## src/logic/div_params.svh

```systemverilog
`ifndef DIV_PARAMS_SVH
`define DIV_PARAMS_SVH

// Operand widths
`define DIV_N_W 16
`define DIV_D_W 8

// Lowest quotient rows built from approximate cells in approximate mode
`define DIV_APPROX_ROWS 4

`endif

```

## src/logic/div_pkg.sv

```systemverilog
`include "div_params.svh"

package div_pkg;

  typedef logic [`DIV_N_W-1:0] dividend_t;
  typedef logic [`DIV_D_W-1:0] divisor_t;
  typedef logic [`DIV_D_W-1:0] quot_t;
  typedef logic [`DIV_D_W-1:0] rem_t;

  typedef enum logic [1:0] {
    fault_none     = 2'd0,
    fault_div_zero = 2'd1,
    fault_overflow = 2'd2
  } fault_e;

  typedef enum logic [1:0] {
    st_ok       = 2'd0,
    st_div_zero = 2'd1,
    st_overflow = 2'd2
  } status_e;

  typedef enum logic [1:0] {
    hs_idle    = 2'd0,
    hs_busy    = 2'd1,
    hs_release = 2'd2
  } hs_state_e;

  typedef struct packed {
    dividend_t dividend;
    divisor_t  divisor;
    logic      approx;   // 1 selects approximate cells
  } div_req_t;

  typedef struct packed {
    div_req_t op;
    fault_e   fault;
  } div_dec_t;

  typedef struct packed {
    rem_t   n_lo;        // Dividend low byte for the divide by zero remainder
    quot_t  q;
    rem_t   r;
    fault_e fault;
  } div_exe_t;

  typedef struct packed {
    quot_t   q;
    rem_t    r;
    status_e status;
  } div_resp_t;

endpackage

```

## src/logic/div_cell.sv

```systemverilog
module div_cell (
  input  logic x,
  input  logic y,
  input  logic bin,
  input  logic qs,
  input  logic approx,
  output logic diff_out,
  output logic bout
);

  logic diff_exact;
  logic bout_exact;
  logic diff_apx;
  logic bout_apx;

  assign diff_exact = x ^ y ^ bin;
  assign bout_exact = (~x & y) | (~(x ^ y) & bin);

  // Borrow ignores x and bin
  assign bout_apx = ~y;
  assign diff_apx = (~x & y & ~bin) | (x & ~y) | (x & y & bin);

  assign bout     = approx ? bout_apx : bout_exact;
  assign diff_out = qs ? (approx ? diff_apx : diff_exact) : x;  // Restore when qs is 0

endmodule

```

## src/logic/div_array.sv

```systemverilog
`include "div_params.svh"

module div_array #(
  parameter int approx_rows = `DIV_APPROX_ROWS
) (
  input  div_pkg::dividend_t n,
  input  div_pkg::divisor_t  d,
  input  logic               approx,
  output div_pkg::quot_t     q,
  output div_pkg::rem_t      r
);

  localparam int dw = `DIV_D_W;

  // Partial remainder and borrow per quotient row, indexed [row][bit]
  logic [dw-1:0] r_loc [dw];
  logic [dw-1:0] b_loc [dw];

  for (genvar i = 0; i < dw; i++) begin : g_row
    logic row_approx;

    assign row_approx = (i < approx_rows) ? approx : 1'b0;

    for (genvar j = 0; j < dw; j++) begin : g_col
      logic x_in;
      logic bin_in;

      if (j == 0) begin : g_lsb
        assign x_in   = n[i];          // Next dividend bit enters at the LSB
        assign bin_in = 1'b0;
      end else if (i == dw - 1) begin : g_top
        assign x_in   = n[dw-1+j];     // Top row works on the dividend directly
        assign bin_in = b_loc[i][j-1];
      end else begin : g_mid
        assign x_in   = r_loc[i+1][j-1];
        assign bin_in = b_loc[i][j-1];
      end

      div_cell u_cell (
        .x        (x_in),
        .y        (d[j]),
        .bin      (bin_in),
        .qs       (q[i]),
        .approx   (row_approx),
        .diff_out (r_loc[i][j]),
        .bout     (b_loc[i][j])
      );
    end

    // Quotient bit set by a carried-out high bit or no final borrow
    if (i == dw - 1) begin : g_q_top
      assign q[i] = n[`DIV_N_W-1] | ~b_loc[i][dw-1];
    end else begin : g_q_mid
      assign q[i] = r_loc[i+1][dw-1] | ~b_loc[i][dw-1];
    end
  end

  assign r = r_loc[0];

endmodule

```

## src/logic/div_decode.sv

```systemverilog
`include "div_params.svh"

module div_decode (
  input  logic              clk,
  input  logic              arst_n,
  input  logic              req,
  input  div_pkg::div_req_t req_data,
  input  logic              done,
  output logic              ack,
  output logic              issue,
  output div_pkg::div_dec_t dec
);

  import div_pkg::*;

  hs_state_e state;
  fault_e    fault;
  divisor_t  n_hi;
  logic      start;

  assign n_hi  = req_data.dividend[`DIV_N_W-1 -: `DIV_D_W];
  assign start = (state == hs_idle) && req;

  // Divide by zero has priority over overflow
  always_comb begin
    if (req_data.divisor == '0) begin
      fault = fault_div_zero;
    end else if (n_hi >= req_data.divisor) begin
      fault = fault_overflow;  // Quotient would not fit in 8 bits
    end else begin
      fault = fault_none;
    end
  end

  always_ff @(posedge clk or negedge arst_n) begin
    if (!arst_n) begin
      state <= hs_idle;
      ack   <= 1'b0;
      issue <= 1'b0;
    end else begin
      issue <= start;
      case (state)
        hs_idle: begin
          if (req) state <= hs_busy;
        end
        hs_busy: begin
          if (done) begin
            ack   <= 1'b1;
            state <= hs_release;
          end
        end
        hs_release: begin
          // Wait for the requester to drop req
          if (!req) begin
            ack   <= 1'b0;
            state <= hs_idle;
          end
        end
        default: state <= hs_idle;
      endcase
    end
  end

  always_ff @(posedge clk) begin
    if (start) begin
      dec.op    <= req_data;
      dec.fault <= fault;
    end
  end

endmodule

```

## src/logic/div_execute.sv

```systemverilog
module div_execute (
  input  logic              clk,
  input  logic              arst_n,
  input  logic              issue,
  input  div_pkg::div_dec_t dec,
  output logic              exe_valid,
  output div_pkg::div_exe_t exe
);

  import div_pkg::*;

  quot_t q;
  rem_t  r;

  // Operands stay stable in dec until the next capture
  div_array u_array (
    .n      (dec.op.dividend),
    .d      (dec.op.divisor),
    .approx (dec.op.approx),
    .q      (q),
    .r      (r)
  );

  always_ff @(posedge clk or negedge arst_n) begin
    if (!arst_n) begin
      exe_valid <= 1'b0;
    end else begin
      exe_valid <= issue;
    end
  end

  always_ff @(posedge clk) begin
    if (issue) begin
      exe.n_lo  <= rem_t'(dec.op.dividend);  // Low byte
      exe.q     <= q;
      exe.r     <= r;
      exe.fault <= dec.fault;
    end
  end

endmodule

```

## src/logic/div_result.sv

```systemverilog
module div_result (
  input  logic               clk,
  input  logic               arst_n,
  input  logic               exe_valid,
  input  div_pkg::div_exe_t  exe,
  output logic               done,
  output div_pkg::div_resp_t resp
);

  import div_pkg::*;

  div_resp_t resp_next;

  function automatic status_e to_status(fault_e f);
    status_e s;
    case (f)
      fault_div_zero: s = st_div_zero;
      fault_overflow: s = st_overflow;
      default:        s = st_ok;
    endcase
    return s;
  endfunction

  always_comb begin
    resp_next.q      = exe.q;
    resp_next.r      = exe.r;
    resp_next.status = to_status(exe.fault);
    case (exe.fault)
      fault_div_zero: begin
        resp_next.q = '1;
        resp_next.r = exe.n_lo;  // Dividend passes through as remainder
      end
      fault_overflow: begin
        resp_next.q = '1;
        resp_next.r = '1;
      end
      default: begin
      end
    endcase
  end

  always_ff @(posedge clk or negedge arst_n) begin
    if (!arst_n) begin
      done <= 1'b0;
    end else begin
      done <= exe_valid;
    end
  end

  // Held until the next result so ack can present it
  always_ff @(posedge clk) begin
    if (exe_valid) begin
      resp <= resp_next;
    end
  end

endmodule

```

## src/logic/approx_div_unit.sv

```systemverilog
module approx_div_unit (
  input  logic               clk,
  input  logic               arst_n,
  input  logic               req,
  input  div_pkg::div_req_t  req_data,
  output logic               ack,
  output div_pkg::div_resp_t resp
);

  import div_pkg::*;

  logic     issue;
  logic     exe_valid;
  logic     done;
  div_dec_t dec;
  div_exe_t exe;

  div_decode u_decode (
    .clk      (clk),
    .arst_n   (arst_n),
    .req      (req),
    .req_data (req_data),
    .done     (done),
    .ack      (ack),
    .issue    (issue),
    .dec      (dec)
  );

  div_execute u_execute (
    .clk       (clk),
    .arst_n    (arst_n),
    .issue     (issue),
    .dec       (dec),
    .exe_valid (exe_valid),
    .exe       (exe)
  );

  div_result u_result (
    .clk       (clk),
    .arst_n    (arst_n),
    .exe_valid (exe_valid),
    .exe       (exe),
    .done      (done),
    .resp      (resp)
  );

endmodule

```

## config.mk

```make
export PLATFORM = sky130hd
export DESIGN_NAME = approx_div_unit
export DESIGN_NICKNAME = d
export VERILOG_FILES = /design/src/logic/div_pkg.sv /design/src/logic/div_cell.sv /design/src/logic/div_array.sv /design/src/logic/div_decode.sv /design/src/logic/div_execute.sv /design/src/logic/div_result.sv /design/src/logic/approx_div_unit.sv
export VERILOG_INCLUDE_DIRS = /design/src /design/src/logic
export SDC_FILE = /design/constraint.sdc
export NUM_CORES = 1
export LEC_CHECK = 0
export ABC_AREA = 1
export BUFFER_PORTS_ARGS = -buffer_cell sky130_fd_sc_hd__buf_2
export CORE_AREA = 5 5 164 166
export CTS_BUF_LIST = sky130_fd_sc_hd__clkbuf_8 sky130_fd_sc_hd__clkbuf_16
export DETAILED_ROUTE_END_ITERATION = 10
export DIE_AREA = 0 0 169 171
export HOLD_SLACK_MARGIN = 0.12
export PLACE_DENSITY_LB_ADDON = 0.3
export SYNTH_ARGS = -nofsm -noshare
export SYNTH_HDL_FRONTEND = slang
export SYNTH_SLANG_ARGS = --single-unit
```

## constraint.sdc

```tcl
create_clock -name clk -period 37 [get_ports clk]
set_input_delay 7.4 -clock clk [delete_from_list [all_inputs] [get_ports clk]]
set_output_delay 7.4 -clock clk [all_outputs]
set_load 0.1 [all_outputs]
```

==> out/results.md, run 1 <==
Worst hold path
- **Hold Path Class** flip-flop to flip-flop
- **Worst Hold Path EP** u_execute.exe[1]
- **hold-critical path depth** 0
- **launch instance of the worst min-delay path** u_decode.dec[1]

Setup path
- **endpoint required time on the critical path** 37.11 ns
- **signal arrival time at the worst endpoint** 33.14 ns
- **Slowest Stage Delay on Critical Path** 0.67 ns
- **cell type with the highest occurrence count on the critical path** sky130_fd_sc_hd__fa_1
- **type of element capturing the critical path** flip-flop
- **critical path class** flip-flop to flip-flop
- **startpoint of the worst-slack reg-to-reg timing path** u_decode.dec[4]
- **r2r worst-path depth** 142
- **Max Fanout on Critical Path** 14
- **type of origin of the critical path** flip-flop
- **capturing point of the worst reg2reg path** u_execute.exe[8]
- **register-to-register path setup slack** 3.97 ns
- **cell with the largest stage delay on the worst path** sky130_fd_sc_hd__edfxtp_1

Placed design
- **Detailed Place HPWL** 12,600 µm
- **DP Cell Count** 1,176
- **Final Wtd Congestion** 0.796
- **IO buf count** 46

Final layout
- **ratio of cells with drive above 1 in the final layout** 12.4%
- **# diodes** 0
- **most frequent cells in the layout** sky130_fd_sc_hd__nand2_1 (185), sky130_fd_sc_hd__inv_1 (140), sky130_fd_sc_hd__ha_1 (103)
- **final std cells w/o fill** 1,192
- **Area growth, synth to finish** 12.4%
- **count of nets after finishing** 1,038
- **leading cell type in the layout, fill and taps excluded** sky130_fd_sc_hd__nand2_1

Yosys
- **share of flip-flops with an asynchronous set or reset** 7.79%
- **number of storage elements in the synthesis netlist** 77
- **share of the synthesized area in the top cell type** 28.8%
- **post-synthesis cell area** 0.00741 mm²
- **number of distinct library cell variants in the gate-level netlist after synthesis** 43
- **largest area contributor in the synthesized netlist** sky130_fd_sc_hd__edfxtp_1
- **Yosys warning count** 0
- **dominant cells by area after synthesis** sky130_fd_sc_hd__edfxtp_1 (29%), sky130_fd_sc_hd__ha_1 (17%), sky130_fd_sc_hd__fa_1 (15%)
- **Post-Syn Area per Cell** 9.13 µm²
- **nets in the synthesized netlist** 997
- **primary flip-flop cell chosen by synthesis mapping** sky130_fd_sc_hd__edfxtp_1
- **post-synthesis sequential area ratio** 30.8%
- **number of flops mapped to enable cells by yosys** 71
- **Syn Inst Count** 811

Clock tree
- **root buffer cell** sky130_fd_sc_hd__clkbuf_16
- **# H-tree levels** 3
- **TritonCTS Sinks** 77
- **clock tree from TritonCTS** built
- **total clock buffers created by CTS** 9
- **clock latency of the later-clocked register in the worst-skew pair** 0.35 ns
- **Resized cells post-CTS** 0
- **number of hold buffers added after CTS** 0
- **post-CTS setup buffer count** 0
- **number of buffers between clock root and the deepest sink** 2
- **Reg clk slew, reported paths** 0.06 ns

Drt
- **detailed router's first-iteration violation count** 324
- **1st-pass router iterations** 5
- **Antenna Violating Nets Remaining** 0
- **number of vias in the routed layout** 5,195
- **number of DRC violations after detailed routing** 0
- **final WL** 16,100 µm
- **WL/cell** 13.5 µm
- **number of vias per cell** 4.36

Die
- **number of cell rows** 59
- **core box area** 0.0255 mm²
- **top-level port count** 47
- **die boundary width** 169 µm
- **Die Span Y** 171 µm
- **effective utilization at floorplan** 29.1%
- **Die Area** 0.0289 mm²

Timing
- **Max Freq** 0.0303 GHz
- **Slew HR** 29.3%
- **clock period minus final worst setup slack** 33.03 ns
- **number of endpoints with negative hold slack in the final report** 0
- **Tightest Pin Transition** 1.06 ns
- **Setup Skew** 0.0205 ns
- **Fin Setup TNS** 0 ns
- **number of max-slew violations in the final report** 0
- **Setup Viol. Count Final** 0
- **setup repair after global routing missed its margin** false
- **Final period util** 89.3%

Global routing
- **Total GRT Usage** 11.7%
- **maximum number of pins on one net before global-route repair** 59
- **vias in the first global route** 5,249
- **number of antenna violations at the first check in global routing** 2
- **total grt overflow** 0
- **wire length of the first global-routing pass** 27,200 µm

Status
- **result of the run** completed

Run
- **total of max-cap violations** 0

==> cell type report <==
class,instances,area (µm²)
inverters,148,561
fillers,2629,17100
clock buffers,9,225
multi-input cells,566,4460
flip-flops and latches,77,2280
clock inverters,7,115
repair buffers,50,260
well taps,335,419
==> cells in the mapped netlist (all sizes together), types with 6 or more instances <==
cell type  instances
a31oi             11
nand3             39
nor2              27
fa                55
o21ai             53
nand2            198
ha               103
a21oi             45
clkbuf            12
buf                8
o21a               8
inv              148
edfxtp            71
dfrtp              6
==> kinds of logic (layout without fill, tap and decap cells) <==
family | Yosys count | after routing | share of synthesized area, %
muxes | 3 | 3 | 0.405
DFF | 77 | 77 | 30.8
adders and majority gates | 158 | 158 | 32.3
AOI/OAI and AO/OA | 135 | 135 | 10.9
and+or+nand+nor | 270 | 270 | 16.6
buffers and inverters | 168 | 214 | 9.04
==> worst max-delay path, delay by kind of cell (launching register included) <==
family	cells	cell delay [ns]
adder cells (fa/ha/maj)	57	19.93
AO/OA/AOI/OAI	30	5.58
buffers and inverters	30	3.47
AND/OR/NAND/NOR	25	3.08
flip-flops	1	0.67
==> sequential cells by signal (all words and copies together), names as in the netlist <==
register	cells
u_decode.issue	1
u_execute.exe_valid	1
u_execute.exe	26
u_decode.dec	27
u_result.resp	18
u_decode.ack	1
u_decode.state	2
u_result.done	1
==> routing by layer <==
| layer | up-vias | wire, µm | global-route usage (%) |
|---|---|---|---|
| li1 | 2667 | - | - |
| met5 | - | 7 | 0 |
| met4 | 2 | 233 | 3.05 |
| met3 | 14 | 605 | 2.31 |
| met2 | 84 | 7750 | 20.0 |
| met1 | 2428 | 7530 | 15.3 |
==> worst max-delay path by stage <==
stage | endpoint | start | slack (ns)
final | u_execute.exe[8] | u_decode.dec[4] | 3.97
after global routing | u_execute.exe[8] | u_decode.dec[4] | 1.23
after CTS | u_execute.exe[8] | u_decode.dec[4] | 3.65
after detailed placement | u_execute.exe[8] | u_decode.dec[4] | 3.73
after global placement | u_execute.exe[8] | u_decode.dec[4] | 4.17
after floorplan | u_execute.exe[5] | u_decode.dec[4] | 7.49
==> per-stage QoR <==
| stage | worst slack, ns | instance area (µm²) | utilization, % | hold WS [ns] |
|---|---|---|---|---|
| 2_1_floorplan | 7.49 | 7410 | - | 0.400 |
| 3_3_place_gp | 4.17 | 7980 | 31.3 | 0.401 |
| 3_5_place_dp | 3.73 | 7980 | 31.3 | 0.422 |
| 4_1_cts | 3.65 | 8320 | 32.7 | 0.438 |
| 5_1_grt | 1.23 | 8320 | 32.7 | 0.453 |
| 6_report | 3.97 | 8320 | 32.7 | 0.433 |
Power of run 1 is not shown: default switching activity piles up to over one toggle a cycle in this logic, so the estimate is an artifact.
==> run 2: changes to the inputs <==
CORE_AREA = 5 5 167 233   (was 5 5 164 166)
DIE_AREA = 0 0 172 238   (was 0 0 169 171)
GPL_TIMING_DRIVEN = 0   (was unset)
SYNTH_HIERARCHICAL = 1   (was unset)
==> out/results.md, run 2 <==
Clock tree
- **clock tree from TritonCTS** built
- **number of hold buffers added after CTS** 0
- **TritonCTS Sinks** 77
- **clock latency of the later-clocked register in the worst-skew pair** 0.36 ns
- **# H-tree levels** 3
- **Reg clk slew, reported paths** 0.07 ns
- **number of buffers between clock root and the deepest sink** 2
- **total clock buffers created by CTS** 9
- **root buffer cell** sky130_fd_sc_hd__clkbuf_16

Drt
- **1st-pass router iterations** 5
- **number of DRC violations after detailed routing** 0
- **number of vias per cell** 4.06
- **detailed router's first-iteration violation count** 297
- **WL/cell** 10.1 µm
- **final WL** 22,700 µm
- **Antenna Violating Nets Remaining** 0
- **number of vias in the routed layout** 9,119

Status
- **result of the run** completed

Global routing
- **vias in the first global route** 8,397
- **number of antenna violations at the first check in global routing** 0
- **total grt overflow** 0
- **Total GRT Usage** 11.1%
- **wire length of the first global-routing pass** 37,300 µm
- **maximum number of pins on one net before global-route repair** 29

Final layout
- **Seq. cell area** 0.00228 mm²
- **leading cell type in the layout, fill and taps excluded** sky130_fd_sc_hd__nand2_1
- **count of nets after finishing** 2,070
- **Area growth, synth to finish** 28.2%
- **final std cells w/o fill** 2,247
- **ratio of cells with drive above 1 in the final layout** 28.8%
- **number of flip-flops under the largest register name** 27
- **# diodes** 0
- **final cell area excluding filler cells** 0.0138 mm²
- **most frequent cells in the layout** sky130_fd_sc_hd__nand2_1 (392), sky130_fd_sc_hd__inv_1 (218), sky130_fd_sc_hd__ha_1 (203)
- **area used by multi-input combinational logic** 0.00817 mm²
- **registers with the highest flip-flop counts** u_decode/dec x27, u_execute/exe x26, u_result/resp x18
- **total of fill cells in the finished design** 3,769
- **Biggest register** u_decode/dec

Timing
- **Max Freq** 0.0279 GHz
- **Final period util** 96.9%
- **Fin Setup TNS** 0 ns
- **worst hold slack across all endpoints** 0.447 ns
- **setup repair after global routing missed its margin** true
- **number of endpoints with negative hold slack in the final report** 0
- **Setup Viol. Count Final** 0
- **Setup Skew** 0.0110 ns
- **Slew HR** 22.4%
- **number of max-slew violations in the final report** 0
- **clock period minus final worst setup slack** 35.85 ns
- **Tightest Pin Transition** 1.16 ns

Placed design
- **Detailed Place HPWL** 16,200 µm
- **DP Cell Count** 2,137
- **instance area at placement** 0.0123 mm²
- **Final Wtd Congestion** 0.734
- **IO buf count** 46

Setup path
- **Slowest Stage Delay on Critical Path** 0.40 ns
- **endpoint required time on the critical path** 37.12 ns
- **signal arrival time at the worst endpoint** 35.97 ns
- **critical path class** flip-flop to flip-flop
- **cell type with the highest occurrence count on the critical path** sky130_fd_sc_hd__fa_2
- **type of origin of the critical path** flip-flop
- **type of element capturing the critical path** flip-flop
- **Max Fanout on Critical Path** 4
- **cell with the largest stage delay on the worst path** sky130_fd_sc_hd__fa_2

Die
- **Die Span Y** 238 µm
- **effective utilization at floorplan** 29.5%
- **number of cell rows** 83
- **core box area** 0.0366 mm²
- **Die Area** 0.0409 mm²
- **die boundary width** 172 µm
- **top-level port count** 47

Yosys
- **share of the synthesized area in the top cell type** 23.6%
- **Synth top cells by count** sky130_fd_sc_hd__nand2_1 (413), sky130_fd_sc_hd__inv_1 (280), sky130_fd_sc_hd__ha_1 (203)
- **post-synthesis cell area** 0.0108 mm²
- **share of flip-flops with an asynchronous set or reset** 7.79%
- **largest area contributor in the synthesized netlist** sky130_fd_sc_hd__ha_1
- **number of distinct library cell variants in the gate-level netlist after synthesis** 24
- **Post-Syn Area per Cell** 7.30 µm²
- **Syn Inst Count** 1,475
- **number of flops mapped to enable cells by yosys** 71
- **Yosys warning count** 6
- **most repeated cell in the gate-level netlist after synthesis** sky130_fd_sc_hd__nand2_1
- **number of storage elements in the synthesis netlist** 77
- **post-synthesis sequential area ratio** 21.2%
- **primary flip-flop cell chosen by synthesis mapping** sky130_fd_sc_hd__edfxtp_1
- **dominant cells by area after synthesis** sky130_fd_sc_hd__ha_1 (24%), sky130_fd_sc_hd__edfxtp_1 (20%), sky130_fd_sc_hd__nand2_1 (14%)

Run
- **total of max-cap violations** 0

Worst hold path
- **Hold Path Class** flip-flop to flip-flop

-- run 2: cell types whose count changed after synthesis, moves of 34 or more --
cell / change
sky130_fd_sc_hd__a21oi_1: -34
sky130_fd_sc_hd__inv_1: +141
sky130_fd_sc_hd__ha_1: +100
sky130_fd_sc_hd__nand2_1: +228
sky130_fd_sc_hd__inv_2: +58
sky130_fd_sc_hd__nor2_1: +117
sky130_fd_sc_hd__nor2_2: +64
sky130_fd_sc_hd__nand3_1: +36
-- run 2: cell families (layout without fill, tap and decap cells) --
| group | Yosys count | in the layout | synth area share (%) |
|---|---|---|---|
| buffers and inverters | 355 | 515 | 12.7 |
| AND/OR/NAND/NOR | 697 | 699 | 26.8 |
| adder cells (fa/ha/maj) | 267 | 267 | 35.5 |
| other | 1 | 144 | 0.0348 |
| flip-flops | 77 | 77 | 21.2 |
| AO/OA/AOI/OAI | 78 | 78 | 3.74 |
-- run 2: worst paths after layout --
| kind | start | to | slack, ns | cells after the start |
|---|---|---|---|---|
| min | u_decode/dec[1] | u_execute/exe[1] | 0.45 | 0 |
| max reg2reg | u_decode/dec[3] | u_execute/exe[3] | 1.15 | 223 |
| max in group asynchronous | arst_n | u_execute/exe_valid | 29.99 | 1 |
| min reg2reg | u_decode/dec[1] | u_execute/exe[1] | 0.45 | 0 |
| min in group asynchronous | arst_n | u_decode/ack | 6.87 | 1 |
| max | u_decode/dec[3] | u_execute/exe[3] | 1.15 | 223 |
-- run 2: per-stage QoR --
stage / worst slack, ns / util (%)
after floorplan: 1.31 / -
after global placement: -7.53 / 33.2
after detailed placement: -6.51 / 33.6
after CTS: -0.906 / 36.2
after global routing: -0.648 / 37.8
final: 1.15 / 37.8
-- run 2: critical path: cells and delay by family (launching register included) --
kind | cells | cell delay [ns]
flip-flops | 1 | 0.37
adder cells (fa/ha/maj) | 52 | 17.59
buffers and inverters | 87 | 6.74
AND/OR/NAND/NOR | 32 | 2.36
AO/OA/AOI/OAI | 52 | 8.55
-- run 2: area by class of cell --
type / count / area share (%)
tap: 467 / 4.23
clock inverter: 4 / 0.199
sequential: 77 / 16.5
clock buffer: 12 / 2.09
inverter: 345 / 9.39
buffer: 4 / 0.226
multi-input combinational: 1188 / 59.1
timing repair buffer: 150 / 8.21
-- run 2: per-layer routing --
layer	up-vias	global-route usage [%]	part of all wire, %	wire, µm
li1	4789	-	-	-
met1	4244	11.8	40	9100
met2	70	22.1	56	12800
met3	16	1.44	2.1	483
met4	0	3.19	1.4	329
met5	-	0	0	0
-- run 2: repair_timing --
item                       4_1_cts  5_1_grt
cloned                           2        0
resized for setup               96      148
setup endpoints to repair       10        9
pin swaps                       30       90
buffers inserted                51       48
Power of run 2 is left out for the same reason.
==> run 3: changes to the inputs <==
CORE_AREA = 5 5 105 146   (was 5 5 167 233)
DIE_AREA = 0 0 110 151   (was 0 0 172 238)
SYNTH_HIERARCHICAL = unset   (was 1)
==> out/results.md, run 3 (same netlist as run 1, synthesis figures left out) <==
Global routing
- **total grt overflow** 0
- **number of antenna violations at the first check in global routing** 0
- **Total GRT Usage** 19.2%
- **wire length of the first global-routing pass** 24,700 µm
- **maximum number of pins on one net before global-route repair** 28
- **vias in the first global route** 5,184

Run
- **total of max-cap violations** 0

Clock tree
- **number of hold buffers added after CTS** 0
- **root buffer cell** sky130_fd_sc_hd__clkbuf_16
- **clock tree from TritonCTS** built
- **total clock buffers created by CTS** 9
- **number of buffers between clock root and the deepest sink** 2
- **post-CTS setup buffer count** 0
- **clock latency of the later-clocked register in the worst-skew pair** 0.34 ns
- **Resized cells post-CTS** 0
- **Reg clk slew, reported paths** 0.06 ns
- **TritonCTS Sinks** 77
- **# H-tree levels** 3

Final layout
- **most frequent cells in the layout** sky130_fd_sc_hd__nand2_1 (185), sky130_fd_sc_hd__inv_1 (140), sky130_fd_sc_hd__ha_1 (103)
- **number of flip-flops under the largest register name** 27
- **registers with the highest flip-flop counts** u_decode.dec x27, u_execute.exe x26, u_result.resp x18
- **Biggest register** u_decode.dec
- **count of nets after finishing** 1,056
- **ratio of cells with drive above 1 in the final layout** 12.8%
- **leading cell type in the layout, fill and taps excluded** sky130_fd_sc_hd__nand2_1
- **Area growth, synth to finish** 10.4%
- **# diodes** 0
- **total of fill cells in the finished design** 1,209

Worst hold path
- **hold-critical path depth** 0
- **Hold Path Class** flip-flop to flip-flop
- **launch instance of the worst min-delay path** u_decode.dec[1]

Setup path
- **critical path launch point** u_decode.dec[4]
- **Worst Path Buf+Inv** 35
- **endpoint required time on the critical path** 37.12 ns
- **type of element capturing the critical path** flip-flop
- **Max Fanout on Critical Path** 13
- **Slowest Stage Delay on Critical Path** 0.72 ns
- **signal arrival time at the worst endpoint** 32.59 ns
- **type of origin of the critical path** flip-flop
- **cell with the largest stage delay on the worst path** sky130_fd_sc_hd__edfxtp_1
- **r2r worst-path depth** 145
- **cell type with the highest occurrence count on the critical path** sky130_fd_sc_hd__fa_1
- **logic depth of the worst setup path including buffers** 145
- **startpoint of the worst-slack reg-to-reg timing path** u_decode.dec[4]
- **family of cells with the greatest summed delay on the critical path** adder cells
- **critical path class** flip-flop to flip-flop

Die
- **Die Span Y** 151 µm
- **top-level port count** 47
- **Die Area** 0.0166 mm²
- **core box area** 0.0138 mm²
- **effective utilization at floorplan** 53.5%
- **die boundary width** 110 µm
- **number of cell rows** 51

Placed design
- **IO buf count** 46
- **Final Wtd Congestion** 0.853
- **Detailed Place HPWL** 11,900 µm

Timing
- **Fin Setup TNS** 0 ns
- **Final period util** 87.8%
- **Setup Skew** 0.0106 ns
- **clock period minus final worst setup slack** 32.47 ns
- **Slew HR** 34.3%
- **setup repair after global routing missed its margin** false
- **Max Freq** 0.0308 GHz
- **Setup Viol. Count Final** 0
- **number of max-slew violations in the final report** 0
- **number of endpoints with negative hold slack in the final report** 0
- **Tightest Pin Transition** 0.985 ns

Drt
- **WL/cell** 13.7 µm
- **1st-pass router iterations** 5
- **detailed router's first-iteration violation count** 250
- **Antenna Violating Nets Remaining** 0
- **final WL** 14,500 µm
- **number of vias per cell** 4.97
- **number of DRC violations after detailed routing** 0
- **number of vias in the routed layout** 5,264

Status
- **result of the run** completed

-- run 3: metrics by stage --
step / worst slack (ns) / instance area [µm²] / hold WS (ns) / cells / util, %
2_1_floorplan: 7.49 / 7410 / 0.400 / 811 / -
3_3_place_gp: 4.83 / 7870 / 0.403 / 1042 / 56.8
3_5_place_dp: 4.41 / 7900 / 0.405 / 1044 / 57.0
4_1_cts: 4.30 / 8180 / 0.412 / 1060 / 59.0
5_1_grt: 1.74 / 8180 / 0.429 / 1060 / 59.0
6_report: 4.53 / 8180 / 0.415 / 1060 / 59.0
-- run 3: per-layer routing --
metal	global-route usage [%]	vias up	routed length, µm
met1	21.7	2483	5870
met2	36.7	58	7990
met4	5.18	0	223
li1	-	2708	-
met5	0	-	0
met3	3.03	15	431
-- run 3: worst reg2reg max path, delay by kind of cell, from the launching register on --
family	cells	cell delay, ns
compound gates	29	5.24
fa+ha+maj	56	19.69
buf+inv	35	4.06
flops	1	0.72
simple gates	25	2.60
-- run 3: final timing paths --
path                       slack, ns                end
setup / recovery                4.53   u_execute.exe[9]
hold / removal                  0.41   u_execute.exe[1]
setup reg to reg                4.53   u_execute.exe[9]
hold reg to reg                 0.41   u_execute.exe[1]
max in group asynchronous      30.00  u_decode.state[0]
min in group asynchronous       6.87     u_decode.issue
-- run 3: layout make-up --
type | count | area [µm²] | share of cell area (%)
Buffer | 20 | 109 | 1.33
Clock buffer | 9 | 225 | 2.75
Clock inverter | 7 | 52.6 | 0.643
Inverter | 148 | 561 | 6.86
Multi-Input combinational cell | 566 | 4460 | 54.5
Sequential cell | 77 | 2280 | 27.9
Tap cell | 185 | 231 | 2.83
Timing Repair Buffer | 48 | 256 | 3.14
Power of run 3 is left out for the same reason.
